File: src/include/hazard_cfg.svh
// Hazard block sizing macros, pulled in by the shared package and the multiplier
`ifndef HAZARD_CFG_SVH
`define HAZARD_CFG_SVH

// ~~~~~~~~~~~~~~~~~~~~~~~~~~~~~~~~~~~~~~~~~~~~~~~~~~~~~~~~~~~~~~~~~~~~~~
// Register file indexing
// ~~~~~~~~~~~~~~~~~~~~~~~~~~~~~~~~~~~~~~~~~~~~~~~~~~~~~~~~~~~~~~~~~~~~~~
`define HAZ_REG_W 5             // 32 architectural registers

// ~~~~~~~~~~~~~~~~~~~~~~~~~~~~~~~~~~~~~~~~~~~~~~~~~~~~~~~~~~~~~~~~~~~~~~
// Datapath and multiplier
// ~~~~~~~~~~~~~~~~~~~~~~~~~~~~~~~~~~~~~~~~~~~~~~~~~~~~~~~~~~~~~~~~~~~~~~
`define HAZ_DATA_W 32           // Operand width

// One multiplier bit retired per cycle
`define HAZ_MUL_CYCLES `HAZ_DATA_W

`endif

File: src/logic/hazardPkg.sv
// Shared stage, control and encoding types for the hazard block and its testbench
`default_nettype none

`include "hazard_cfg.svh"

package hazardPkg;

    typedef logic [`HAZ_REG_W-1:0]    regIdxT;
    typedef logic [`HAZ_DATA_W-1:0]   dataT;
    typedef logic [2*`HAZ_DATA_W-1:0] productT;

    // ~~~~~~~~~~~~~~~~~~~~~~~~~~~~~~~~~~~~~~~~~~~~~~~~~~~~~~~~~~~~~~~~~~~~~~
    // Encodings
    // ~~~~~~~~~~~~~~~~~~~~~~~~~~~~~~~~~~~~~~~~~~~~~~~~~~~~~~~~~~~~~~~~~~~~~~
    typedef enum logic [2:0] {
        wbAlu   = 3'd0,
        wbPc    = 3'd1,
        wbMulLo = 3'd2,
        wbLoad  = 3'd3,         // Load word
        wbNone  = 3'd4
    } wbSrcT;

    typedef enum logic [1:0] {
        brNone = 2'd0,
        brEq   = 2'd1,
        brNe   = 2'd2,
        brReg  = 2'd3           // Jump register
    } branchT;

    typedef enum logic [1:0] {
        fwdReg = 2'b00,         // Register file value
        fwdWb  = 2'b01,
        fwdMem = 2'b10
    } fwdSelT;

    typedef enum logic {
        mulIdle = 1'b0,
        mulBusy = 1'b1
    } mulStateT;

    // ~~~~~~~~~~~~~~~~~~~~~~~~~~~~~~~~~~~~~~~~~~~~~~~~~~~~~~~~~~~~~~~~~~~~~~
    // Stage register views
    // ~~~~~~~~~~~~~~~~~~~~~~~~~~~~~~~~~~~~~~~~~~~~~~~~~~~~~~~~~~~~~~~~~~~~~~
    typedef struct packed {
        regIdxT rsD;
        regIdxT rtD;
        branchT branchD;
    } decStageT;

    typedef struct packed {
        regIdxT rsE;
        regIdxT rtE;
        regIdxT writeRegE;
        logic   regWriteE;
        wbSrcT  wbSrcE;
        logic   mulStartE;      // Multiply instruction in execute
    } exeStageT;

    typedef struct packed {
        regIdxT writeRegM;
        logic   regWriteM;
        wbSrcT  wbSrcM;
    } memStageT;

    typedef struct packed {
        regIdxT writeRegW;
        logic   regWriteW;
    } wbStageT;

    // Control outputs
    typedef struct packed {
        logic   forwardAD;
        logic   forwardBD;
        fwdSelT forwardAE;
        fwdSelT forwardBE;
    } fwdCtrlT;

    typedef struct packed {
        logic stallF;
        logic stallD;
        logic flushE;
    } pipeCtrlT;

endpackage

`default_nettype wire

File: src/logic/forwardUnit.sv
// Forwarding select logic for the decode and execute operands, purely combinational
`default_nettype none

module forwardUnit
(
    input  hazardPkg::decStageT decStage,
    input  hazardPkg::exeStageT exeStage,
    input  hazardPkg::memStageT memStage,
    input  hazardPkg::wbStageT  wbStage,
    output hazardPkg::fwdCtrlT  fwdCtrl
);

    // ~~~~~~~~~~~~~~~~~~~~~~~~~~~~~~~~~~~~~~~~~~~~~~~~~~~~~~~~~~~~~~~~~~~~~~
    // Match helpers
    // ~~~~~~~~~~~~~~~~~~~~~~~~~~~~~~~~~~~~~~~~~~~~~~~~~~~~~~~~~~~~~~~~~~~~~~
    function automatic logic memHit
    (
        input hazardPkg::regIdxT src,
        input hazardPkg::memStageT m
    );
        return (src != '0) && m.regWriteM && (src == m.writeRegM);
    endfunction

    function automatic logic wbHit
    (
        input hazardPkg::regIdxT src,
        input hazardPkg::wbStageT w
    );
        return (src != '0) && w.regWriteW && (src == w.writeRegW);
    endfunction

    // Memory stage holds the younger result, so it wins
    function automatic hazardPkg::fwdSelT exeSel
    (
        input hazardPkg::regIdxT src,
        input hazardPkg::memStageT m,
        input hazardPkg::wbStageT w
    );
        hazardPkg::fwdSelT sel;
        if (memHit(src, m))
            sel = hazardPkg::fwdMem;
        else if (wbHit(src, w))
            sel = hazardPkg::fwdWb;
        else
            sel = hazardPkg::fwdReg;
        return sel;
    endfunction

    // ~~~~~~~~~~~~~~~~~~~~~~~~~~~~~~~~~~~~~~~~~~~~~~~~~~~~~~~~~~~~~~~~~~~~~~
    // Selects
    // ~~~~~~~~~~~~~~~~~~~~~~~~~~~~~~~~~~~~~~~~~~~~~~~~~~~~~~~~~~~~~~~~~~~~~~
    always_comb
    begin
        fwdCtrl.forwardAE = exeSel(exeStage.rsE, memStage, wbStage);
        fwdCtrl.forwardBE = exeSel(exeStage.rtE, memStage, wbStage);
        fwdCtrl.forwardAD = memHit(decStage.rsD, memStage);  // Branch compare operands
        fwdCtrl.forwardBD = memHit(decStage.rtD, memStage);

        // r0 always reads from the register file
        if (exeStage.rsE == '0)
            assert (fwdCtrl.forwardAE == hazardPkg::fwdReg)
                else $error("forwardUnit: rsE is r0 but forwardAE selects a bypass");
        if (exeStage.rtE == '0)
            assert (fwdCtrl.forwardBE == hazardPkg::fwdReg)
                else $error("forwardUnit: rtE is r0 but forwardBE selects a bypass");
    end

endmodule

`default_nettype wire

File: src/logic/stallUnit.sv
// Load-use, branch and multiply hazard detection driving the fetch/decode stall and execute flush
`default_nettype none

module stallUnit
(
    input  logic                clk,
    input  logic                arstN,
    input  hazardPkg::decStageT decStage,
    input  hazardPkg::exeStageT exeStage,
    input  hazardPkg::memStageT memStage,
    input  logic                productValid,
    output logic                mulStart,
    output hazardPkg::pipeCtrlT pipeCtrl
);

    hazardPkg::mulStateT mulState;
    logic                exeMatch;      // Execute destination feeds a decode source
    logic                memMatch;
    logic                loadUse;
    logic                branchStall;
    logic                mulStall;
    logic                anyStall;

    // ~~~~~~~~~~~~~~~~~~~~~~~~~~~~~~~~~~~~~~~~~~~~~~~~~~~~~~~~~~~~~~~~~~~~~~
    // Data hazards
    // ~~~~~~~~~~~~~~~~~~~~~~~~~~~~~~~~~~~~~~~~~~~~~~~~~~~~~~~~~~~~~~~~~~~~~~
    assign exeMatch = (exeStage.writeRegE != '0) &&
                      ((exeStage.writeRegE == decStage.rsD) ||
                       (exeStage.writeRegE == decStage.rtD));

    assign memMatch = (memStage.writeRegM != '0) &&
                      ((memStage.writeRegM == decStage.rsD) ||
                       (memStage.writeRegM == decStage.rtD));

    // Load result not ready until after memory
    assign loadUse = (exeStage.wbSrcE == hazardPkg::wbLoad) && exeMatch;

    // Branch resolves in decode, so it needs its operands one stage early
    assign branchStall = (decStage.branchD != hazardPkg::brNone) &&
                         ((exeStage.regWriteE && exeMatch) ||
                          ((memStage.wbSrcM == hazardPkg::wbLoad) && memMatch));

    // ~~~~~~~~~~~~~~~~~~~~~~~~~~~~~~~~~~~~~~~~~~~~~~~~~~~~~~~~~~~~~~~~~~~~~~
    // Multiply tracking
    // ~~~~~~~~~~~~~~~~~~~~~~~~~~~~~~~~~~~~~~~~~~~~~~~~~~~~~~~~~~~~~~~~~~~~~~
    assign mulStart = (mulState == hazardPkg::mulIdle) && exeStage.mulStartE;

    assign mulStall = mulStart ||
                      ((mulState == hazardPkg::mulBusy) && !productValid);

    always_ff @(posedge clk or negedge arstN)
    begin
        if (!arstN)
        begin
            mulState <= hazardPkg::mulIdle;
        end
        else
        begin
            case (mulState)
                hazardPkg::mulIdle:
                begin
                    if (exeStage.mulStartE)
                        mulState <= hazardPkg::mulBusy;
                end
                hazardPkg::mulBusy:
                begin
                    if (productValid)       // New starts ignored until here
                        mulState <= hazardPkg::mulIdle;
                end
                default:
                begin
                    mulState <= hazardPkg::mulIdle;
                end
            endcase
        end
    end

    // ~~~~~~~~~~~~~~~~~~~~~~~~~~~~~~~~~~~~~~~~~~~~~~~~~~~~~~~~~~~~~~~~~~~~~~
    // Pipeline control
    // ~~~~~~~~~~~~~~~~~~~~~~~~~~~~~~~~~~~~~~~~~~~~~~~~~~~~~~~~~~~~~~~~~~~~~~
    assign anyStall = loadUse || branchStall || mulStall;

    // Freeze F and D, bubble into E
    assign pipeCtrl = '{stallF: anyStall, stallD: anyStall, flushE: anyStall};

    // A bubble in E without a held D would drop the instruction
    assert property (@(posedge clk) disable iff (!arstN)
                     pipeCtrl.flushE |-> (pipeCtrl.stallD && pipeCtrl.stallF))
        else $error("stallUnit: flushE without stallD");

    assert property (@(posedge clk) disable iff (!arstN)
                     (mulState == hazardPkg::mulBusy) |-> !mulStart)
        else $error("stallUnit: mulStart while multiplier busy");

endmodule

`default_nettype wire

File: src/logic/seqMultiplier.sv
// Iterative shift-add 32x32 unsigned multiplier, one operand bit per cycle, pulses on completion
`default_nettype none

`include "hazard_cfg.svh"

module seqMultiplier
(
    input  logic                       clk,
    input  logic                       arstN,
    input  logic                       mulStart,
    input  logic [`HAZ_DATA_W-1:0]     mulA,
    input  logic [`HAZ_DATA_W-1:0]     mulB,
    output logic [2*`HAZ_DATA_W-1:0]   product,
    output logic                       productValid
);

    localparam int CntW = $clog2(`HAZ_MUL_CYCLES + 1);

    logic [2*`HAZ_DATA_W-1:0] mcand;        // Multiplicand, shifted left each step
    logic [`HAZ_DATA_W-1:0]   mplier;       // Multiplier, shifted right each step
    logic [2*`HAZ_DATA_W-1:0] acc;
    logic [2*`HAZ_DATA_W-1:0] accNext;
    logic [CntW-1:0]          count;        // Steps remaining
    logic                     busy;
    logic                     lastStep;

    // ~~~~~~~~~~~~~~~~~~~~~~~~~~~~~~~~~~~~~~~~~~~~~~~~~~~~~~~~~~~~~~~~~~~~~~
    // Step arithmetic
    // ~~~~~~~~~~~~~~~~~~~~~~~~~~~~~~~~~~~~~~~~~~~~~~~~~~~~~~~~~~~~~~~~~~~~~~
    assign accNext  = mplier[0] ? (acc + mcand) : acc;
    assign lastStep = busy && (count == CntW'(1));

    // ~~~~~~~~~~~~~~~~~~~~~~~~~~~~~~~~~~~~~~~~~~~~~~~~~~~~~~~~~~~~~~~~~~~~~~
    // Sequencing
    // ~~~~~~~~~~~~~~~~~~~~~~~~~~~~~~~~~~~~~~~~~~~~~~~~~~~~~~~~~~~~~~~~~~~~~~
    always_ff @(posedge clk or negedge arstN)
    begin
        if (!arstN)
        begin
            busy         <= 1'b0;
            count        <= '0;
            productValid <= 1'b0;
        end
        else
        begin
            productValid <= lastStep;       // One-cycle pulse
            if (mulStart)
            begin
                busy  <= 1'b1;
                count <= CntW'(`HAZ_MUL_CYCLES);
            end
            else if (busy)
            begin
                count <= count - CntW'(1);
                if (lastStep)
                    busy <= 1'b0;
            end
        end
    end

    // ~~~~~~~~~~~~~~~~~~~~~~~~~~~~~~~~~~~~~~~~~~~~~~~~~~~~~~~~~~~~~~~~~~~~~~
    // Datapath
    // ~~~~~~~~~~~~~~~~~~~~~~~~~~~~~~~~~~~~~~~~~~~~~~~~~~~~~~~~~~~~~~~~~~~~~~
    always_ff @(posedge clk)
    begin
        if (mulStart)
        begin
            mcand  <= {{`HAZ_DATA_W{1'b0}}, mulA};
            mplier <= mulB;
            acc    <= '0;
        end
        else if (busy)
        begin
            acc    <= accNext;
            mcand  <= mcand << 1;
            mplier <= mplier >> 1;
            // Result stays put until the next start
            if (lastStep)
                product <= accNext;
        end
    end

    // Counter must reload before another pulse can follow
    assert property (@(posedge clk) disable iff (!arstN)
                     productValid |=> !productValid)
        else $error("seqMultiplier: productValid held for two cycles");

endmodule

`default_nettype wire

File: src/logic/hazardTop.sv
// Hazard control top level; stage registers in, forwarding selects, stalls and multiply result out
`default_nettype none

module hazardTop
(
    input  logic                clk,
    input  logic                arstN,
    input  hazardPkg::decStageT decStage,
    input  hazardPkg::exeStageT exeStage,
    input  hazardPkg::memStageT memStage,
    input  hazardPkg::wbStageT  wbStage,
    input  hazardPkg::dataT     mulA,       // Multiply operands from execute
    input  hazardPkg::dataT     mulB,
    output hazardPkg::fwdCtrlT  fwdCtrl,
    output hazardPkg::pipeCtrlT pipeCtrl,
    output hazardPkg::productT   product,
    output logic                productValid
);

    logic mulStart;

    // ~~~~~~~~~~~~~~~~~~~~~~~~~~~~~~~~~~~~~~~~~~~~~~~~~~~~~~~~~~~~~~~~~~~~~~
    // Bypass selects
    // ~~~~~~~~~~~~~~~~~~~~~~~~~~~~~~~~~~~~~~~~~~~~~~~~~~~~~~~~~~~~~~~~~~~~~~
    forwardUnit u_forwardUnit
    (
        .decStage (decStage),
        .exeStage (exeStage),
        .memStage (memStage),
        .wbStage  (wbStage),
        .fwdCtrl  (fwdCtrl)
    );

    // ~~~~~~~~~~~~~~~~~~~~~~~~~~~~~~~~~~~~~~~~~~~~~~~~~~~~~~~~~~~~~~~~~~~~~~
    // Stall and flush
    // ~~~~~~~~~~~~~~~~~~~~~~~~~~~~~~~~~~~~~~~~~~~~~~~~~~~~~~~~~~~~~~~~~~~~~~
    stallUnit u_stallUnit
    (
        .clk          (clk),
        .arstN        (arstN),
        .decStage     (decStage),
        .exeStage     (exeStage),
        .memStage     (memStage),
        .productValid (productValid),   // Ends the multiply stall
        .mulStart     (mulStart),
        .pipeCtrl     (pipeCtrl)
    );

    // Multiply unit
    seqMultiplier u_seqMultiplier
    (
        .clk          (clk),
        .arstN        (arstN),
        .mulStart     (mulStart),
        .mulA         (mulA),
        .mulB         (mulB),
        .product      (product),
        .productValid (productValid)
    );

endmodule

`default_nettype wire

File: config.mk
export PLATFORM = sky130hd
export DESIGN_NAME = hazardTop
export DESIGN_NICKNAME = d
export VERILOG_FILES = /design/src/logic/hazardPkg.sv /design/src/logic/forwardUnit.sv /design/src/logic/stallUnit.sv /design/src/logic/seqMultiplier.sv /design/src/logic/hazardTop.sv
export VERILOG_INCLUDE_DIRS = /design/src /design/src/include
export SDC_FILE = /design/constraint.sdc
export NUM_CORES = 1
export LEC_CHECK = 0
export BUFFER_PORTS_ARGS = -buffer_cell sky130_fd_sc_hd__buf_2
export CAP_MARGIN = 20
export CORE_MARGIN = 10
export CORE_UTILIZATION = 43
export DETAILED_ROUTE_END_ITERATION = 16
export PLACE_DENSITY = 0.69
export SLEW_MARGIN = 20
export SYNTH_ARGS = -nofsm -noshare
export SYNTH_HDL_FRONTEND = slang
export SYNTH_SLANG_ARGS = --single-unit
File: constraint.sdc
create_clock -name clk -period 5.5 [get_ports clk]
set_clock_uncertainty 0.2 [all_clocks]
set_input_delay 0.275 -clock clk [delete_from_list [all_inputs] [get_ports clk]]
set_output_delay 0.275 -clock clk [all_outputs]
set_load 0.02 [all_outputs]
==> flow_metrics.env, run 1 <==
export IMPL_max_vdd_ir_drop_uv=377.8
export IMPL_vias_per_cell=5.525
export IMPL_layoutNonFillerInstCount=2099
export IMPL_yosys_top_cells_area="edfxtp_1 (28%), dfxtp_1 (14%), nand2_1 (7.8%)"
export IMPL_postSynthCellCount=1463
export IMPL_wl_um=37370
export IMPL_maxSlewViolCount=0
export IMPL_hold_slack_ns=0.2545
export IMPL_placed_area_sq_mm=0.01493
export IMPL_reg2reg_depth=11
export IMPL_cts_tree="built"
export IMPL_io_pin_count=187
export IMPL_worstSetupPathType="flop to flop"
export IMPL_mostFrequentLayoutCell="nand2_1"
export IMPL_htree_levels=1
export IMPL_clk_path_buf_depth=3
export IMPL_core_area_sq_mm=0.03156
export IMPL_dieArea_sq_mm=0.03945
export IMPL_finalHoldViolations=0
export IMPL_cts_root_buf="clkbuf_16"
export IMPL_total_power_mw=11.10
export IMPL_synth_largest_area_cell="edfxtp_1"
export IMPL_start_util=0.4348
export IMPL_cap_viol_max_count=0
export IMPL_max_slew_margin=0.3452
export IMPL_dp_cells=1983
export IMPL_portBuffers=186
export IMPL_met3_wirelength_um=2018
export IMPL_clk_latency_ns=0.56
export IMPL_min_delay_path_class="input pin to flop"
export IMPL_post_route_cells_drive_above_1_share=0.1850
export IMPL_tns_ns=0
export IMPL_final_cell_mix="nand2_1 (284), buf_2 (186), nor2_1 (130)"
export IMPL_synthArstFlopShare=0.03863
export IMPL_crit_path_max_incr_delay_ns=0.48
export IMPL_ant_nets=0
export IMPL_synth_top_area_share=0.2801
export IMPL_rrSetupSlack_ns=1.67
export IMPL_dr_max_layer_used="met4"
export IMPL_cp_top_family="compound AO/OA/AOI/OAI gates"
export IMPL_rsz0062_at_grt="no"
export IMPL_synth_cell_types=85
export IMPL_required_ns=5.60
export IMPL_pwr_density_cell_mw_per_mm2=675.1
export IMPL_clock_sinks=233
export IMPL_timing_critical_path_to_type="flop"
export IMPL_ys_warnings_count=0
export IMPL_fmax_mhz=261.2
export IMPL_grt_pass1_wl_um=59610
export IMPL_drc_errors=0
export IMPL_r2r_end="u_seqMultiplier.product[38]$_DFFE_PP_"
export IMPL_crit_path_frequent_cell="a211oi_1"
export IMPL_run_status="completed"
export IMPL_track_usage=0.1834
export IMPL_row_count=65
export IMPL_ys_ff_latch=233
export IMPL_cp_max_fo=5
export IMPL_avgSynthCellArea_sq_um=9.378
export IMPL_nets=1855
export IMPL_worst_slack_ns=1.671
export IMPL_min_path_cells=3
export IMPL_post_place_ws_ns=1.743
export IMPL_gr_total_overflow=0
export IMPL_period_share=0.6961
export IMPL_final_area_sq_mm=0.01645
export IMPL_worstPathCellList="ha_1 -> fa_1 -> a211oi_1 -> nor2_1 -> o211ai_2 -> a211oi_1 -> a311oi_1 -> o2111ai_1 -> nand3_1 -> a21oi_1 -> o31ai_1"
export IMPL_crit_slowest_cell="a311oi_1"
export IMPL_r2r_start="u_seqMultiplier.mcand[0]$_SDFFCE_PN0P_"
export IMPL_wl_met2_um=18080
export IMPL_setup_viol=0
export IMPL_startpoint_type="flop"
export IMPL_dpl_hpwl_um=26100
export IMPL_path_buf_inv=0
export IMPL_grt_max_degree=87
export IMPL_utilization=0.5212
export IMPL_drt_iter0_drc=716
export IMPL_cts_buffers=27
export IMPL_syn_nets=1642
export IMPL_ys_flop_type="edfxtp_1"
export IMPL_netlist_area_sq_mm=0.01372
export IMPL_yosysSeqAreaShare=0.4366
export IMPL_vias=11598
export IMPL_chipHeight_um=198.6
export IMPL_wl_met1_um=16350
export IMPL_insertedDiodeCount=0
export IMPL_post_cts_setup_buffer_count=0
export IMPL_antenna_found_initial=0
export IMPL_arrival_ns=3.93
export IMPL_min_from="exeStage[0]"
export IMPL_clkSlewWorstSetupHoldPaths_ns=0.06
export IMPL_areaGrowthSynthToFinish_pct=19.87
export IMPL_firstDrtPassIters=6
export IMPL_die_w_um=198.6
export IMPL_leakagePower_nw=7.339
export IMPL_worstMarginPinSlew_ns=0.9762
export IMPL_avgRoutedWirePerCell_um=17.81
export IMPL_min_period_ns=3.829
export IMPL_routabilityCongestion=0.9267
export IMPL_synth_edf_count=128
export IMPL_min_to="u_seqMultiplier.count[5]$_DFFE_PN0P_"
export IMPL_worstSetupPathDepth=11
export IMPL_grt_pass1_vias=11494
[worst max path at each step]
stage / slack, ns / endpoint / startpoint
CTS: 1.70 / u_seqMultiplier.product[60]$_DFFE_PP_ / u_seqMultiplier.mcand[0]$_SDFFCE_PN0P_
finish: 1.67 / u_seqMultiplier.product[38]$_DFFE_PP_ / u_seqMultiplier.mcand[0]$_SDFFCE_PN0P_
detailed placement: 1.74 / u_seqMultiplier.product[60]$_DFFE_PP_ / u_seqMultiplier.mcand[0]$_SDFFCE_PN0P_
global route: 1.46 / u_seqMultiplier.product[53]$_DFFE_PP_ / u_seqMultiplier.mcand[14]$_DFFE_PP_
global placement: 1.77 / u_seqMultiplier.product[60]$_DFFE_PP_ / u_seqMultiplier.mcand[0]$_SDFFCE_PN0P_
floorplan: 1.57 / u_seqMultiplier.product[0]$_DFFE_PP_ / u_seqMultiplier.count[3]$_DFFE_PN0P_
[tightest hold or removal path, stage by stage]
cell and delay [ns]:
buf_2 0.09, nand2_2 0.42, nand2_1 0.18
[cell type report]
type / instances / area [sq um]
clock buffers: 34 / 721.9
clock inverters: 16 / 130.1
fillers: 2895 / 15110
inverters: 25 / 93.84
multi-input cells: 1126 / 7330
flip-flops and latches: 233 / 5995
well taps: 402 / 503.0
repair buffers: 263 / 1674
[Yosys cell counts, drive strengths merged, types with 5 or more instances]
master  number
xor2        28
and3         9
a211oi      15
nand4       22
nand2      286
o311ai       7
edfxtp     128
or4          6
nor4        11
nor2b        6
and2        10
o211a        5
a21o        34
inv         24
a21boi       8
o21bai       8
dfrtp        9
xnor2       65
nand3b       5
o21a         7
clkbuf      65
ha          65
or3          7
dfxtp       96
a21oi       97
nor2       131
buf         14
o31ai        9
nand3       22
o21ai       50
o211ai      12
nor3        28
mux2        42
a22o        10
mux2i       58
or2          5
a31oi       10
[sequential cells by signal (all words and copies together) (netlist names)]
| name | flops |
|---|---|
| u_seqMultiplier.acc | 64 |
| u_seqMultiplier.busy | 1 |
| u_seqMultiplier.count | 6 |
| u_seqMultiplier.mcand | 64 |
| u_seqMultiplier.mplier | 32 |
| u_seqMultiplier.product | 64 |
| u_seqMultiplier.productValid | 1 |
| u_stallUnit.mulState | 1 |
[what timing repair did]
item / in CTS / in global routing
setup endpoints to repair: 0 / 0
hold endpoints to repair: 73 / 0
gates resized for setup: 0 / 0
hold buffers: 66 / 0
[metal layers]
metal | GRT usage | vias to the layer above
met4 | 0.04888 | 0
met2 | 0.3174 | 303
li1 | - | 5688
met5 | 0 | -
met3 | 0.02991 | 76
met1 | 0.2313 | 5531
[cells by family after synthesis]
kind of cell	count (synthesis)	share of synthesized area
buf+inv	104	0.03110
compound gates	309	0.1565
flops	233	0.4366
xor+xnor	93	0.05937
mux	100	0.07678
simple gates	558	0.1789
fa+ha+maj	66	0.06073
[power by group]
part | switching (mW) | internal (mW)
clock | 0.749 | 0.983
sequential | 0.438 | 2.79
combinational | 3.66 | 2.49
total | 4.85 | 6.25
No activity file was read; power rests on OpenSTA's default activity.
==> run 2, diff against run 1 <==
Settings changed: PLACE_DENSITY 0.69 to 0.67.
Clock period 5.5 ns to 4.01 ns, I/O delays scaled along.
==> run 2 against run 1 <==
Compared with the run above: final area increased by 1.0%; sequential power increased by 37%; hold slack got worse by 0.029 ns; wire length increased by 1.0%; register-to-register slack got worse by 1.5 ns; total power increased by 39%; largest cell class unchanged.
==> flow_metrics.env, run 2 (same netlist as run 1, synthesis figures left out) <==
export IMPL_post_route_cells_drive_above_1_share=0.1919
export IMPL_drc_errors=0
export IMPL_maxSlewViolCount=0
export IMPL_tns_ns=0
export IMPL_post_place_ws_ns=0.2324
export IMPL_core_area_sq_mm=0.03156
export IMPL_dp_cells=1996
export IMPL_dieArea_sq_mm=0.03945
export IMPL_finalHoldViolations=0
export IMPL_wl_um=37750
export IMPL_mostFrequentLayoutCell="nand2_1"
export IMPL_htree_levels=1
export IMPL_worst_slack_ns=0.2168
export IMPL_areaGrowthSynthToFinish_pct=21.12
export IMPL_grt_pass1_vias=11484
export IMPL_clk_latency_ns=0.57
export IMPL_n_fill_cell=2871
export IMPL_timing_critical_path_to_type="flop"
export IMPL_row_count=65
export IMPL_portBuffers=186
export IMPL_multi_input_area_sq_mm=0.007328
export IMPL_run_status="completed"
export IMPL_antenna_found_initial=1
export IMPL_final_seq_area_sq_mm=0.005995
export IMPL_vias_per_cell=5.480
export IMPL_clk_path_buf_depth=3
export IMPL_startpoint_type="flop"
export IMPL_fmax_mhz=263.6
export IMPL_min_period_ns=3.793
export IMPL_top_regs="u_seqMultiplier.acc x64, u_seqMultiplier.mcand x64, u_seqMultiplier.product x64"
export IMPL_avgRoutedWirePerCell_um=17.83
export IMPL_final_cell_mix="nand2_1 (284), buf_2 (186), nor2_1 (131)"
export IMPL_firstDrtPassIters=5
export IMPL_worstSetupPathType="flop to flop"
export IMPL_cts_root_buf="clkbuf_16"
export IMPL_min_delay_path_class="input pin to flop"
export IMPL_die_w_um=198.6
export IMPL_drt_iter0_drc=739
export IMPL_track_usage=0.1872
export IMPL_grt_max_degree=55
export IMPL_pwr_density_cell_mw_per_mm2=927.8
export IMPL_cp_max_fo=4
export IMPL_max_vdd_ir_drop_uv=585.7
export IMPL_rsz0062_at_grt="no"
export IMPL_required_ns=4.08
export IMPL_grt_pass1_wl_um=60650
export IMPL_period_share=0.9459
export IMPL_ant_nets=0
export IMPL_dpl_hpwl_um=27210
export IMPL_setup_viol=0
export IMPL_chipHeight_um=198.6
export IMPL_max_slew_margin=0.4612
export IMPL_routabilityCongestion=0.8915
export IMPL_vias=11602
export IMPL_nets=1875
export IMPL_start_util=0.4348
export IMPL_gr_total_overflow=0
export IMPL_worstMarginPinSlew_ns=0.8081
export IMPL_layoutNonFillerInstCount=2117
export IMPL_clkSlewWorstSetupHoldPaths_ns=0.06
export IMPL_clock_sinks=233
export IMPL_io_pin_count=187
export IMPL_total_power_mw=15.42
export IMPL_arrival_ns=3.87
export IMPL_cap_viol_max_count=0
export IMPL_cts_tree="built"
export IMPL_leakagePower_nw=7.444
export IMPL_cts_buffers=27
run 2: cell count changes in the layout (fill, tap and decap cells not counted), sizes merged:
cell and change:
clkinv -5, diode +1, clkinvlp -1, clkbuf +3, buf +19, dlygate4sd3 +1
run 2: what timing repair did:
item                                    4_1_cts  5_1_grt
endpoints found under the setup margin        0        5
buffers inserted                              0        6
endpoints found under the hold margin        76        0
hold buffers                                 67        0
gates resized for setup                       0        1
run 2: path summary, 6_finish.rpt:
kind                                                      start                               endpoint  slack [ns]  depth (start not counted)
max                          u_seqMultiplier.mcand[1]$_DFFE_PP_  u_seqMultiplier.product[53]$_DFFE_PP_        0.22                         11
max reg2reg                  u_seqMultiplier.mcand[1]$_DFFE_PP_  u_seqMultiplier.product[53]$_DFFE_PP_        0.22                         11
min reg2reg                u_seqMultiplier.acc[33]$_SDFFE_PP0P_   u_seqMultiplier.acc[33]$_SDFFE_PP0P_        0.28                          2
max in group asynchronous                                 arstN         u_seqMultiplier.busy$_DFF_PN0_        2.84                          3
min                                                    mulA[16]    u_seqMultiplier.mcand[16]$_DFFE_PP_        0.23                          4
min in group asynchronous                                 arstN   u_seqMultiplier.count[1]$_DFFE_PN0P_        0.45                          3
run 2: where the power goes:
group	internal [mW]	switching (mW)
logic	3.55	5.05
registers	3.82	0.600
clock network	1.40	1.01
run 2: layout make-up:
| class | count | area share |
|---|---|---|
| tap | 402 | 0.03027 |
| inverter | 25 | 0.005647 |
| antenna | 1 | 0.0001506 |
| sequential | 233 | 0.3607 |
| clock inverter | 10 | 0.005571 |
| timing repair buffer | 283 | 0.1107 |
| clock buffer | 37 | 0.04600 |
| multi-input combinational | 1126 | 0.4410 |
run 2: per-layer routing:
metal / share of wire / track usage / up-vias
met5: 0 / 0 / -
met4: 0.021 / 0.04549 / 0
met3: 0.048 / 0.02737 / 51
met2: 0.49 / 0.3219 / 262
met1: 0.44 / 0.2412 / 5557
li1: - / - / 5732
run 2: per-stage QoR:
step / utilization / hold WS, ns / cell area, sq um
4_1_cts: 0.5251 / 0.1978 / 16570
2_1_floorplan: - / -0.2951 / 13730
5_1_grt: 0.5266 / 0.2360 / 16620
3_3_place_gp: 0.4767 / -0.1322 / 15040
6_report: 0.5266 / 0.2253 / 16620
3_5_place_dp: 0.4767 / -0.1317 / 15040
run 2: critical path, stage by stage, from the launching register on:
cell      delay [ns]
edfxtp_1        0.44
ha_1            0.32
a211o_1         0.30
a211o_1         0.36
a21boi_2        0.25
a211oi_2        0.11
buf_4           0.16
a41oi_1         0.52
nand3b_1        0.32
a21oi_1         0.18
mux2i_1         0.19
o311ai_0        0.15
==> run 3, diff against run 2 <==
Settings changed: CTS_BUF_LIST from default to sky130_fd_sc_hd__clkbuf_2.
==> run 3 against run 2 <==
Compared with the run above: combinational power is 3.4% higher; flip-flop and latch count unchanged; final area up 6.5%; worst setup slack better by 0.0023 ns; sequential share of layout area decreased by 2.2 points; non-clock buffer count rose by 127; wire length is 11% higher; final cell count is 9.5% higher; via count grew 8.2%; clock power fell by 22%; register-to-register slack barely moved; sequential power is essentially flat; critical path type unchanged; largest cell class unchanged; highest routed layer unchanged.
==> flow_metrics.env, run 3 (same netlist as run 1, synthesis figures left out) <==
export IMPL_run_status="completed"
export IMPL_required_ns=4.35
export IMPL_mostFrequentLayoutCell="nand2_1"
export IMPL_max_vdd_ir_drop_uv=484.2
export IMPL_arrival_ns=4.14
export IMPL_worst_slack_ns=0.2191
export IMPL_htree_levels=3
export IMPL_rrSetupSlack_ns=0.22
export IMPL_cap_viol_max_count=0
export IMPL_rsz0062_at_grt="no"
export IMPL_final_seq_area_sq_mm=0.005995
export IMPL_gr_total_overflow=0
export IMPL_cts_tree="built"
export IMPL_clk_latency_ns=0.88
export IMPL_tns_ns=0
export IMPL_routabilityCongestion=0.8915
export IMPL_r2r_end="u_seqMultiplier.product[53]$_DFFE_PP_"
export IMPL_chipHeight_um=198.6
export IMPL_grt_pass1_vias=12822
export IMPL_worstMarginPinSlew_ns=0.8079
export IMPL_worstSetupPathType="flop to flop"
export IMPL_grt_pass1_wl_um=67100
export IMPL_setup_viol=0
export IMPL_timing_critical_path_to_type="flop"
export IMPL_grt_max_degree=55
export IMPL_min_from="exeStage[0]"
export IMPL_pwr_density_cell_mw_per_mm2=859.2
export IMPL_utilization=0.5607
export IMPL_n_fill_cell=2760
export IMPL_avgRoutedWirePerCell_um=18.10
export IMPL_min_delay_path_class="input pin to flop"
export IMPL_clock_sinks=233
export IMPL_vias=12553
export IMPL_firstDrtPassIters=7
export IMPL_leakagePower_nw=7.912
export IMPL_cts_buffers=67
export IMPL_clkSlewWorstSetupHoldPaths_ns=0.11
export IMPL_clk_path_buf_depth=3
export IMPL_die_w_um=198.6
export IMPL_nets=2042
export IMPL_min_to="u_seqMultiplier.acc[35]$_SDFFE_PP0P_"
export IMPL_track_usage=0.2099
export IMPL_io_pin_count=187
export IMPL_post_place_ws_ns=0.2324
export IMPL_post_route_cells_drive_above_1_share=0.2090
export IMPL_drt_iter0_drc=790
export IMPL_maxSlewViolCount=0
export IMPL_startpoint_type="flop"
export IMPL_row_count=65
export IMPL_total_power_mw=15.20
export IMPL_core_area_sq_mm=0.03156
export IMPL_r2r_start="u_seqMultiplier.mcand[14]$_DFFE_PP_"
export IMPL_dpl_hpwl_um=27210
export IMPL_ant_nets=0
export IMPL_vias_per_cell=5.415
export IMPL_multi_input_area_sq_mm=0.007336
export IMPL_final_cell_mix="nand2_1 (284), dlygate4sd3_1 (197), buf_2 (186)"
export IMPL_fmax_mhz=263.8
export IMPL_period_share=0.9454
export IMPL_min_period_ns=3.791
export IMPL_drc_errors=0
export IMPL_areaGrowthSynthToFinish_pct=28.96
export IMPL_start_util=0.4348
export IMPL_dieArea_sq_mm=0.03945
export IMPL_wl_um=41950
export IMPL_cts_root_buf="clkbuf_2"
export IMPL_max_slew_margin=0.4614
export IMPL_antenna_found_initial=2
export IMPL_reg2reg_depth=10
export IMPL_portBuffers=186
export IMPL_finalHoldViolations=0
export IMPL_top_regs="u_seqMultiplier.acc x64, u_seqMultiplier.mcand x64, u_seqMultiplier.product x64"
export IMPL_cp_max_fo=5
export IMPL_min_path_cells=4
run 3: changes by cell type in the layout (fill, tap and decap cells not counted), sizes merged:
cell         previous run  this run
bufinv                  1         2
clkbuf                 37        97
clkinv                  6        17
buf                   216       213
inv                    26        27
dlygate4sd3            67       197
diode                   1         2
run 3: metrics by stage:
| step | hold slack [ns] | instance area [sq um] | std cells |
|---|---|---|---|
| finish | 0.1261 | 17690 | 2318 |
| detailed placement | -0.1317 | 15040 | 1996 |
| floorplan | -0.2951 | 13730 | 1463 |
| global placement | -0.1322 | 15040 | 1996 |
| CTS | 0.05798 | 17660 | 2313 |
| global route | 0.08257 | 17690 | 2318 |
run 3: per-layer routing:
| layer | track usage | vias up | part of all wire |
|---|---|---|---|
| met5 | 0 | - | 0 |
| met4 | 0.07629 | 0 | 0.023 |
| met3 | 0.03920 | 78 | 0.058 |
| met2 | 0.3658 | 400 | 0.51 |
| met1 | 0.2521 | 5986 | 0.41 |
| li1 | - | 6089 | - |
run 3: how the worst max path moves through the flow:
stage,to,start,cells past startpoint
finish,u_seqMultiplier.product[53]$_DFFE_PP_,u_seqMultiplier.mcand[14]$_DFFE_PP_,10
global route,u_seqMultiplier.product[60]$_DFFE_PP_,u_seqMultiplier.mcand[19]$_DFFE_PP_,11
global placement,u_seqMultiplier.product[48]$_DFFE_PP_,u_seqMultiplier.mcand[0]$_SDFFCE_PN0P_,11
CTS,u_seqMultiplier.product[48]$_DFFE_PP_,u_seqMultiplier.mcand[0]$_SDFFCE_PN0P_,11
detailed placement,u_seqMultiplier.product[48]$_DFFE_PP_,u_seqMultiplier.mcand[0]$_SDFFCE_PN0P_,11
floorplan,u_seqMultiplier.product[0]$_DFFE_PP_,u_seqMultiplier.count[3]$_DFFE_PN0P_,3
run 3: layout make-up:
cell class / instances / area share
Timing Repair Buffer: 410 / 0.1762
Multi-Input combinational cell: 1126 / 0.4146
Tap cell: 402 / 0.02843
Clock inverter: 23 / 0.008980
Antenna cell: 2 / 0.0002828
Clock buffer: 97 / 0.02744
Sequential cell: 233 / 0.3388
Inverter: 25 / 0.005303
run 3: power by group:
part | internal [mW] | leakage, nW | switching [mW]
logic | 3.71 | 5.25 | 5.17
registers | 3.81 | 2.17 | 0.627
clock network | 0.788 | 0.486 | 1.09
total | 8.31 | 7.91 | 6.90
run 3: worst max-delay path, cell delays in order (launching register included):
cell and delay, ns:
edfxtp_1 0.42, ha_1 0.43, a21oi_1 0.14, o21ai_0 0.33
nor4_1 0.11, a211oi_2 0.44, a41oi_2 0.29, nand3b_1 0.37
a21oi_1 0.35, mux2i_1 0.24, o311ai_0 0.15
run 3: repair_timing:
item | CTS | global route
hold buffers | 197 | 0
endpoints found under the setup margin | 0 | 5
setup buffers | 0 | 3
endpoints found under the hold margin | 162 | 0
resized for setup | 0 | 2
